`config.mk`:
```
export PLATFORM = sky130hd
export DESIGN_NAME = kiwi_core
export DESIGN_NICKNAME = d
export VERILOG_FILES = /design/src/verilog/kiwi_pkg.sv /design/src/verilog/kiwi_if.sv /design/src/verilog/kiwi_decoder.sv /design/src/verilog/kiwi_scoreboard.sv /design/src/verilog/kiwi_operands.sv /design/src/verilog/kiwi_alu.sv /design/src/verilog/kiwi_core.sv
export SDC_FILE = /design/constraint.sdc
export NUM_CORES = 2
export LEC_CHECK = 0
export ABC_CLOCK_PERIOD_IN_PS = 6700
export BUFFER_PORTS_ARGS = -buffer_cell sky130_fd_sc_hd__buf_2
export CAP_MARGIN = 20
export CORE_AREA = 2 2 492 494
export DETAILED_ROUTE_END_ITERATION = 12
export DIE_AREA = 0 0 494 496
export GPL_TIMING_DRIVEN = 0
export PLACE_DENSITY = 0.73
export SKIP_LAST_GASP = 1
export SYNTH_ARGS = -nofsm -noshare
export SYNTH_HDL_FRONTEND = slang
export SYNTH_SLANG_ARGS = --single-unit
```
`constraint.sdc`:
```
create_clock -name clk -period 6.7 [get_ports clk]
set_input_delay 0 -clock clk [delete_from_list [all_inputs] [get_ports clk]]
set_output_delay 0 -clock clk [all_outputs]
set_load 0.02 [all_outputs]
```
`src/verilog/kiwi_pkg.sv`:
```
package kiwi_pkg;

    localparam int NUM_REGS = 32;

    localparam logic [6:0] OPC_OP     = 7'b0110011;
    localparam logic [6:0] OPC_OP_IMM = 7'b0010011;

    typedef logic [4:0] reg_idx_t;

    typedef enum logic [3:0] {
        ALU_ADD,
        ALU_SUB,
        ALU_SLL,
        ALU_SLT,
        ALU_SLTU,
        ALU_XOR,
        ALU_SRL,
        ALU_SRA,
        ALU_OR,
        ALU_AND
    } alu_op_e;

    // register-register format
    typedef struct packed {
        logic [6:0] funct7;
        reg_idx_t   rs2;
        reg_idx_t   rs1;
        logic [2:0] funct3;
        reg_idx_t   rd;
        logic [6:0] opcode;
    } inst_r_t;

    // register-immediate format
    typedef struct packed {
        logic [11:0] imm;
        reg_idx_t    rs1;
        logic [2:0]  funct3;
        reg_idx_t    rd;
        logic [6:0]  opcode;
    } inst_i_t;

    typedef union packed {
        inst_r_t r;
        inst_i_t i;
    } inst_u;

endpackage

```
`src/verilog/kiwi_if.sv`:
```
`timescale 1ns/100ps

interface kiwi_uop_if;
    logic               valid;
    kiwi_pkg::reg_idx_t rs1;
    kiwi_pkg::reg_idx_t rs2;
    kiwi_pkg::reg_idx_t rd;
    logic               use_imm;
    logic               uses_rs2;
    // sign extended to 64 bits and cut to XLEN by the receiver
    logic [63:0]        imm;
    kiwi_pkg::alu_op_e  op;

    modport dec (
        output valid,
        output rs1,
        output rs2,
        output rd,
        output use_imm,
        output uses_rs2,
        output imm,
        output op
    );

    modport opnd (
        input valid,
        input rs1,
        input rs2,
        input rd,
        input use_imm,
        input imm,
        input op
    );

    modport sb (
        input valid,
        input rs1,
        input rs2,
        input uses_rs2,
        input rd
    );
endinterface

interface kiwi_exe_if #(
    parameter int XLEN = 64
);
    logic               valid;
    kiwi_pkg::alu_op_e  op;
    logic [XLEN-1:0]    src_a;
    logic [XLEN-1:0]    src_b;
    kiwi_pkg::reg_idx_t rd;

    modport issue (output valid, output op, output src_a, output src_b, output rd);
    modport exe   (input valid, input op, input src_a, input src_b, input rd);
endinterface

```
`src/verilog/kiwi_decoder.sv`:
```
`timescale 1ns/100ps

module kiwi_decoder (
    input  logic            clk,
    input  logic            arst_n_i,
    input  logic            inst_valid_i,
    input  kiwi_pkg::inst_u inst_i,
    input  logic            stall_i,
    output logic            inst_ready_o,
    kiwi_uop_if.dec         uop
);

    logic              is_op;
    logic              is_op_imm;
    logic              alt;
    logic              legal;
    kiwi_pkg::alu_op_e op_d;

    assign is_op     = (inst_i.r.opcode == kiwi_pkg::OPC_OP);
    assign is_op_imm = (inst_i.i.opcode == kiwi_pkg::OPC_OP_IMM);

    // bit 30 selects SUB and SRA but in OP-IMM only the right shift
    assign alt = is_op ? inst_i.r.funct7[5]
                       : (inst_i.i.imm[10] && (inst_i.i.funct3 == 3'b101));

    // funct7 0100000 exists only for SUB and SRA
    assign legal = is_op_imm ||
                   (is_op && ((inst_i.r.funct7 == 7'b0000000) ||
                              ((inst_i.r.funct7 == 7'b0100000) &&
                               ((inst_i.r.funct3 == 3'b000) ||
                                (inst_i.r.funct3 == 3'b101)))));

    always_comb begin
        case (inst_i.r.funct3)
            3'b000:  op_d = alt ? kiwi_pkg::ALU_SUB : kiwi_pkg::ALU_ADD;
            3'b001:  op_d = kiwi_pkg::ALU_SLL;
            3'b010:  op_d = kiwi_pkg::ALU_SLT;
            3'b011:  op_d = kiwi_pkg::ALU_SLTU;
            3'b100:  op_d = kiwi_pkg::ALU_XOR;
            3'b101:  op_d = alt ? kiwi_pkg::ALU_SRA : kiwi_pkg::ALU_SRL;
            3'b110:  op_d = kiwi_pkg::ALU_OR;
            default: op_d = kiwi_pkg::ALU_AND;
        endcase
    end

    // held uop under stall blocks the next word
    assign inst_ready_o = !(uop.valid && stall_i);

    always_ff @(posedge clk or negedge arst_n_i) begin
        if (!arst_n_i) begin
            uop.valid <= 1'b0;
        end else if (inst_ready_o) begin
            uop.valid <= inst_valid_i && legal;
        end
    end

    always_ff @(posedge clk) begin
        if (inst_ready_o && inst_valid_i) begin
            uop.rs1      <= inst_i.r.rs1;
            uop.rs2      <= inst_i.r.rs2;
            uop.rd       <= inst_i.r.rd;
            uop.op       <= op_d;
            uop.use_imm  <= is_op_imm;
            uop.uses_rs2 <= is_op;
            uop.imm      <= {{52{inst_i.i.imm[11]}}, inst_i.i.imm};
        end
    end

    // a stalled uop must reach the operand stage unchanged
    a_hold_stable: assert property (
        @(posedge clk) disable iff (!arst_n_i)
        (uop.valid && stall_i) |=>
            $stable({uop.valid, uop.rs1, uop.rs2, uop.rd, uop.op,
                     uop.use_imm, uop.uses_rs2, uop.imm})
    );

endmodule

```
`src/verilog/kiwi_scoreboard.sv`:
```
`timescale 1ns/100ps

module kiwi_scoreboard (
    input  logic               clk,
    input  logic               arst_n_i,
    kiwi_uop_if.sb             uop,
    input  logic               wb_valid_i,
    input  kiwi_pkg::reg_idx_t wb_rd_i,
    output logic               stall_o
);

    logic [kiwi_pkg::NUM_REGS-1:0] pending_q;
    logic                          issue;
    logic                          clear;
    logic                          issued_q;
    kiwi_pkg::reg_idx_t            issued_rd_q;

    // read after write on rs1, or on rs2 when the uop reads it
    assign stall_o = uop.valid &&
                     (pending_q[uop.rs1] || (uop.uses_rs2 && pending_q[uop.rs2]));

    assign issue = uop.valid && !stall_o;

    // a younger writer of the same rd still in the ALU keeps the bit
    assign clear = wb_valid_i && (wb_rd_i != '0) &&
                   !(issued_q && (issued_rd_q == wb_rd_i));

    always_ff @(posedge clk or negedge arst_n_i) begin
        if (!arst_n_i) begin
            pending_q <= '0;
            issued_q  <= 1'b0;
        end else begin
            if (clear) begin
                pending_q[wb_rd_i] <= 1'b0;
            end
            // set wins over a clear of the same register
            if (issue && (uop.rd != '0)) begin
                pending_q[uop.rd] <= 1'b1;
            end
            issued_q <= issue;
        end
    end

    always_ff @(posedge clk) begin
        if (issue) begin
            issued_rd_q <= uop.rd;
        end
    end

    a_clear_was_set: assert property (
        @(posedge clk) disable iff (!arst_n_i)
        (wb_valid_i && (wb_rd_i != '0)) |-> pending_q[wb_rd_i]
    );

    a_x0_never_pending: assert property (
        @(posedge clk) disable iff (!arst_n_i)
        !pending_q[0]
    );

endmodule

```
`src/verilog/kiwi_operands.sv`:
```
`timescale 1ns/100ps

module kiwi_operands #(
    parameter int XLEN = 64
) (
    input  logic               clk,
    input  logic               arst_n_i,
    kiwi_uop_if.opnd           uop,
    input  logic               stall_i,
    input  logic               wb_valid_i,
    input  kiwi_pkg::reg_idx_t wb_rd_i,
    input  logic [XLEN-1:0]    wb_value_i,
    kiwi_exe_if.issue          exe
);

    logic [XLEN-1:0] regs_q [kiwi_pkg::NUM_REGS];
    logic [XLEN-1:0] rs1_val;
    logic [XLEN-1:0] rs2_val;
    logic            issue;

    // x0 is never written, so it reads zero after reset
    always_ff @(posedge clk or negedge arst_n_i) begin
        if (!arst_n_i) begin
            for (int i = 0; i < kiwi_pkg::NUM_REGS; i++) begin
                regs_q[i] <= '0;
            end
        end else if (wb_valid_i && (wb_rd_i != '0)) begin
            regs_q[wb_rd_i] <= wb_value_i;
        end
    end

    assign rs1_val = regs_q[uop.rs1];
    assign rs2_val = regs_q[uop.rs2];

    // stall leaves a bubble in the ALU stage
    assign issue = uop.valid && !stall_i;

    always_ff @(posedge clk or negedge arst_n_i) begin
        if (!arst_n_i) begin
            exe.valid <= 1'b0;
        end else begin
            exe.valid <= issue;
        end
    end

    always_ff @(posedge clk) begin
        if (issue) begin
            exe.op    <= uop.op;
            exe.rd    <= uop.rd;
            exe.src_a <= rs1_val;
            exe.src_b <= uop.use_imm ? uop.imm[XLEN-1:0] : rs2_val;
        end
    end

    a_no_issue_on_stall: assert property (
        @(posedge clk) disable iff (!arst_n_i)
        stall_i |=> !exe.valid
    );

endmodule

```
`src/verilog/kiwi_alu.sv`:
```
`timescale 1ns/100ps

module kiwi_alu #(
    parameter int XLEN = 64
) (
    input  logic               clk,
    input  logic               arst_n_i,
    kiwi_exe_if.exe            exe,
    output logic               wb_valid_o,
    output kiwi_pkg::reg_idx_t wb_rd_o,
    output logic [XLEN-1:0]    wb_value_o
);

    localparam int SHW = $clog2(XLEN);

    logic [SHW-1:0]  shamt;
    logic            lt_s;
    logic            lt_u;
    logic [XLEN-1:0] result;

    // low log2(XLEN) bits only
    assign shamt = exe.src_b[SHW-1:0];

    assign lt_s = $signed(exe.src_a) < $signed(exe.src_b);
    assign lt_u = exe.src_a < exe.src_b;

    always_comb begin
        case (exe.op)
            kiwi_pkg::ALU_ADD:  result = exe.src_a + exe.src_b;
            kiwi_pkg::ALU_SUB:  result = exe.src_a - exe.src_b;
            kiwi_pkg::ALU_SLL:  result = exe.src_a << shamt;
            kiwi_pkg::ALU_SLT:  result = {{(XLEN-1){1'b0}}, lt_s};
            kiwi_pkg::ALU_SLTU: result = {{(XLEN-1){1'b0}}, lt_u};
            kiwi_pkg::ALU_XOR:  result = exe.src_a ^ exe.src_b;
            kiwi_pkg::ALU_SRL:  result = exe.src_a >> shamt;
            kiwi_pkg::ALU_SRA:  result = $signed(exe.src_a) >>> shamt;
            kiwi_pkg::ALU_OR:   result = exe.src_a | exe.src_b;
            kiwi_pkg::ALU_AND:  result = exe.src_a & exe.src_b;
            default:            result = '0;
        endcase
    end

    // write-back register
    always_ff @(posedge clk or negedge arst_n_i) begin
        if (!arst_n_i) begin
            wb_valid_o <= 1'b0;
        end else begin
            wb_valid_o <= exe.valid;
        end
    end

    always_ff @(posedge clk) begin
        if (exe.valid) begin
            wb_rd_o    <= exe.rd;
            wb_value_o <= result;
        end
    end

    a_wb_valid_known: assert property (
        @(posedge clk) disable iff (!arst_n_i)
        !$isunknown(wb_valid_o)
    );

endmodule

```
`src/verilog/kiwi_core.sv`:
```
`timescale 1ns/100ps

module kiwi_core #(
    parameter int XLEN = 64
) (
    input  logic               clk,
    input  logic               arst_n_i,
    input  logic               inst_valid_i,
    input  kiwi_pkg::inst_u    inst_i,
    output logic               inst_ready_o,
    output logic               wb_valid_o,
    output kiwi_pkg::reg_idx_t wb_rd_o,
    output logic [XLEN-1:0]    wb_value_o
);

    logic               stall;
    logic               wb_valid;
    kiwi_pkg::reg_idx_t wb_rd;
    logic [XLEN-1:0]    wb_value;

    kiwi_uop_if                 uop_if ();
    kiwi_exe_if #(.XLEN(XLEN)) exe_if ();

    kiwi_decoder u_decoder (
        .clk          (clk),
        .arst_n_i     (arst_n_i),
        .inst_valid_i (inst_valid_i),
        .inst_i       (inst_i),
        .stall_i      (stall),
        .inst_ready_o (inst_ready_o),
        .uop          (uop_if.dec)
    );

    kiwi_scoreboard u_scoreboard (
        .clk        (clk),
        .arst_n_i   (arst_n_i),
        .uop        (uop_if.sb),
        .wb_valid_i (wb_valid),
        .wb_rd_i    (wb_rd),
        .stall_o    (stall)
    );

    kiwi_operands #(
        .XLEN (XLEN)
    ) u_operands (
        .clk        (clk),
        .arst_n_i   (arst_n_i),
        .uop        (uop_if.opnd),
        .stall_i    (stall),
        .wb_valid_i (wb_valid),
        .wb_rd_i    (wb_rd),
        .wb_value_i (wb_value),
        .exe        (exe_if.issue)
    );

    kiwi_alu #(
        .XLEN (XLEN)
    ) u_alu (
        .clk        (clk),
        .arst_n_i   (arst_n_i),
        .exe        (exe_if.exe),
        .wb_valid_o (wb_valid),
        .wb_rd_o    (wb_rd),
        .wb_value_o (wb_value)
    );

    assign wb_valid_o = wb_valid;
    assign wb_rd_o    = wb_rd;
    assign wb_value_o = wb_value;

endmodule

```
==> results.sh <==
export IMPL_synth_area_sq_um=136000
export IMPL_die_h_um=496
export IMPL_critical_path_max_stage_delay_ns=0.87
export IMPL_cellPowerDensity_nw_per_um2=196
export IMPL_yosysTopAreaCellShare_pct=38.3
export IMPL_cts_tree="built"
export IMPL_synthTopCellsByArea="dfrtp_1 (38%), mux4_2 (23%), mux2_2 (17%)"
export IMPL_worst_pin_slew_ns=1.38
export IMPL_cts_buffers=239
export IMPL_drtAntennaViolNets=0
export IMPL_port_buffers=105
export IMPL_drtIter0Drc=15909
export IMPL_fillers=17250
export IMPL_io_pins=106
export IMPL_path_clk_slew_ns=0.07
export IMPL_syn_inst=9729
export IMPL_maxCapViolations=0
export IMPL_fin_nets=10613
export IMPL_violations="setup timing"
export IMPL_rsz0062_at_grt="no"
export IMPL_worst_clock_skew_ns=0.0985
export IMPL_whs_path_depth=4
export IMPL_ys_types=91
export IMPL_clk_path_buf_depth=3
export IMPL_initial_core_util_pct=56.8
export IMPL_fin_crit_sh_pct=102
export IMPL_fmax_ghz=0.147
export IMPL_setup_violations=6
export IMPL_die_area_sq_um=245000
export IMPL_period_needed_ns=6.81
export IMPL_status="complete, but fails checks"
export IMPL_cp_required_ns=7.36
export IMPL_cts_root_buf="clkbuf_16"
export IMPL_cpMaxStageDelayCell="o41ai_2"
export IMPL_drt_vias_per_instance=7.62
export IMPL_drtPass1Iterations=8
export IMPL_tns_ns=-0.303
export IMPL_final_hold_violation_count=0
export IMPL_track_usage_pct=49.6
export IMPL_final_common_cell="dfrtp_1"
export IMPL_synthesis_nets=9959
export IMPL_drive_gt1_share_pct=41.9
export IMPL_grt_remaining_overflow=0
export IMPL_design_area_sq_um=154000
export IMPL_critical_path_peak_fanout=12
export IMPL_yosysSeqAreaShare_pct=43.5
export IMPL_cts_sinks=2317
export IMPL_layout_setup_ws_ns=-0.107
export IMPL_grt_max_degree=179
export IMPL_dp_cells=13208
export IMPL_slew_violations=0
export IMPL_slew_headroom_pct=7.92
export IMPL_max_vdd_ir_drop_mv=0.241
export IMPL_pre_cts_ws_ns=-2.02
export IMPL_grt_pass1_wl_um=835000
export IMPL_antenna_found_initial=77
export IMPL_path_cells="buf_2, inv_1, clkbuf_2, fa_1, nand2b_1, a21o_1, a21oi_1, o2111ai_1, nand3_1, a31oi_1, o41ai_2, o311ai_0, nor3b_1, o21ai_0, buf_4"
export IMPL_wl_per_cell_um=43.9
export IMPL_clock_latency_ns=0.95
export IMPL_async_flop_share_pct=89.9
export IMPL_grt_pass1_vias=103166
export IMPL_ys_dominant_reg_cell="dfrtp_1"
export IMPL_num_vias=105860
export IMPL_yosysTopAreaCell="dfrtp_1"
export IMPL_hold_path_class="in2reg"
export IMPL_reg2reg_depth=15
export IMPL_gp_congestion=1.14
export IMPL_critPathArrivalTime_ns=7.46
export IMPL_synth_seq_cells=2317
export IMPL_place_area_sq_um=144000
export IMPL_synth_edff_count=234
export IMPL_stdcell_count=13888
export IMPL_die_w_um=494
export IMPL_layout_common_cells="dfrtp_1 (2082), mux2_2 (2077), mux4_2 (1405)"
export IMPL_startpoint_type="flip-flop"
export IMPL_crit_path_end_kind="flip-flop"
export IMPL_yosysWarnings=0
export IMPL_drc=0
export IMPL_fin_total_pwr_w=0.0303
export IMPL_placementRows=180
export IMPL_leakage_nw=68.1
export IMPL_dp_hpwl_um=466000
export IMPL_area_growth_pct=13.5
export IMPL_htree_levels=4
export IMPL_core_area_sq_um=240000
export IMPL_wl_um=610000
export IMPL_syn_area_per_cell_sq_um=14.0
export IMPL_critPathKind="reg2reg"
==> cell families (layout without fill, tap and decap cells) <==
family | after synthesis | in the layout | share of synthesized area, %
buffers and inverters | 1231 | 2097 | 3.49
AO/OA/AOI/OAI | 1163 | 1163 | 5.71
flip-flops | 2317 | 2317 | 43.5
other | 0 | 108 | 0
XOR/XNOR | 14 | 14 | 0.0901
AND/OR/NAND/NOR | 1201 | 1201 | 4.03
adder cells (fa/ha/maj) | 195 | 195 | 1.80
multiplexers | 3608 | 3608 | 41.4
==> routing by layer <==
| metal | global-route usage (%) | vias to the layer above | part of all wire [%] |
|---|---|---|---|
| met1 | 62.6 | 55442 | 35 |
| met4 | 36.8 | 34 | 9.3 |
| met2 | 70.6 | 8923 | 43 |
| met3 | 17.8 | 2329 | 13 |
| li1 | - | 39132 | - |
| met5 | 0 | - | 0.037 |
==> sequential cells by signal (all words and copies together) (netlist names), 12 cells and up <==
register                cells
u_operands.exe.src_a       64
u_decoder.uop.imm          12
u_scoreboard.pending_q     32
u_operands.regs_q        2048
u_alu.wb_value_o           64
u_operands.exe.src_b       64
==> timing repair <==
| action | 4_1_cts | 5_1_grt |
|---|---|---|
| resized for setup | 23 | 8 |
| hold buffers | 61 | 0 |
| setup buffers | 1 | 2 |
| hold endpoints to repair | 436 | 0 |
| endpoints found under the setup margin | 50 | 11 |
| pin swaps | 0 | 1 |
| cloned | 0 | 0 |
==> stage by stage <==
stage / hold WS [ns] / util (%)
final: 0.146 / 64.4
after global routing: 0.163 / 64.3
after CTS: 0.0754 / 63.9
after detailed placement: 0.0116 / 60.2
after global placement: 0.176 / 58.6
after floorplan: -0.296 / -
==> path summary, 6_finish.rpt <==
kind	slack [ns]	to	start
setup / recovery	-0.11	u_alu.wb_value_o[62]$_SDFFCE_PN0P_	u_operands.exe.src_b[1]$_DFFE_PP_
hold / removal	0.15	u_decoder.uop.use_imm$_DFFE_PP_	inst_i[1]
setup reg to reg	-0.11	u_alu.wb_value_o[62]$_SDFFCE_PN0P_	u_operands.exe.src_b[1]$_DFFE_PP_
hold reg to reg	0.36	u_operands.exe.op[0]$_DFFE_PP_	u_decoder.uop.op[0]$_SDFFCE_PN1P_
max in group asynchronous	2.20	u_operands.regs_q[918]$_DFFE_PN0P_	arst_n_i
min in group asynchronous	0.34	u_operands.regs_q[701]$_DFFE_PN0P_	arst_n_i
==> cells in the mapped netlist (all sizes together) (28+ instances only) <==
cell type,number
dfrtp,2083
mux2,2077
mux4,1405
clkbuf,773
nor2,471
nand2,313
o21ai,259
a21oi,255
buf,247
edfxtp,234
inv,208
ha,193
mux2i,126
a211oi,123
nor2b,77
nand3,67
nor3,61
o211ai,53
a221oi,41
o21bai,39
o221ai,37
o22ai,37
a31oi,36
a21o,35
o31ai,35
nor4,30
nand4,28
==> final cells by class <==
type / instances / area [sq um] / area share (%)
Timing Repair Buffer: 417 / 5510 / 3.57
Sequential cell: 2317 / 59200 / 38.3
Clock inverter: 120 / 1450 / 0.937
Antenna cell: 108 / 270 / 0.175
Inverter: 211 / 800 / 0.518
Tap cell: 3185 / 3990 / 2.58
Buffer: 1016 / 4070 / 2.63
Clock buffer: 333 / 6820 / 4.42
Multi-Input combinational cell: 6181 / 72300 / 46.8
==> critical path: cells and delay by family (launching register included) <==
| family | cells | cell delay, ns |
|---|---|---|
| compound gates | 7 | 2.74 |
| fa+ha+maj | 1 | 0.66 |
| buf+inv | 4 | 1.58 |
| flops | 1 | 0.86 |
| simple gates | 3 | 0.69 |
==> where the power goes <==
group	internal, W	leakage, nW	switching (W)
sequential	0.0142	31.2	0.0000394
clock	0.00798	4.03	0.00614
combinational	0.000634	32.8	0.00132
total	0.0228	68.1	0.00750
No activity file was read; power rests on OpenSTA's default activity.
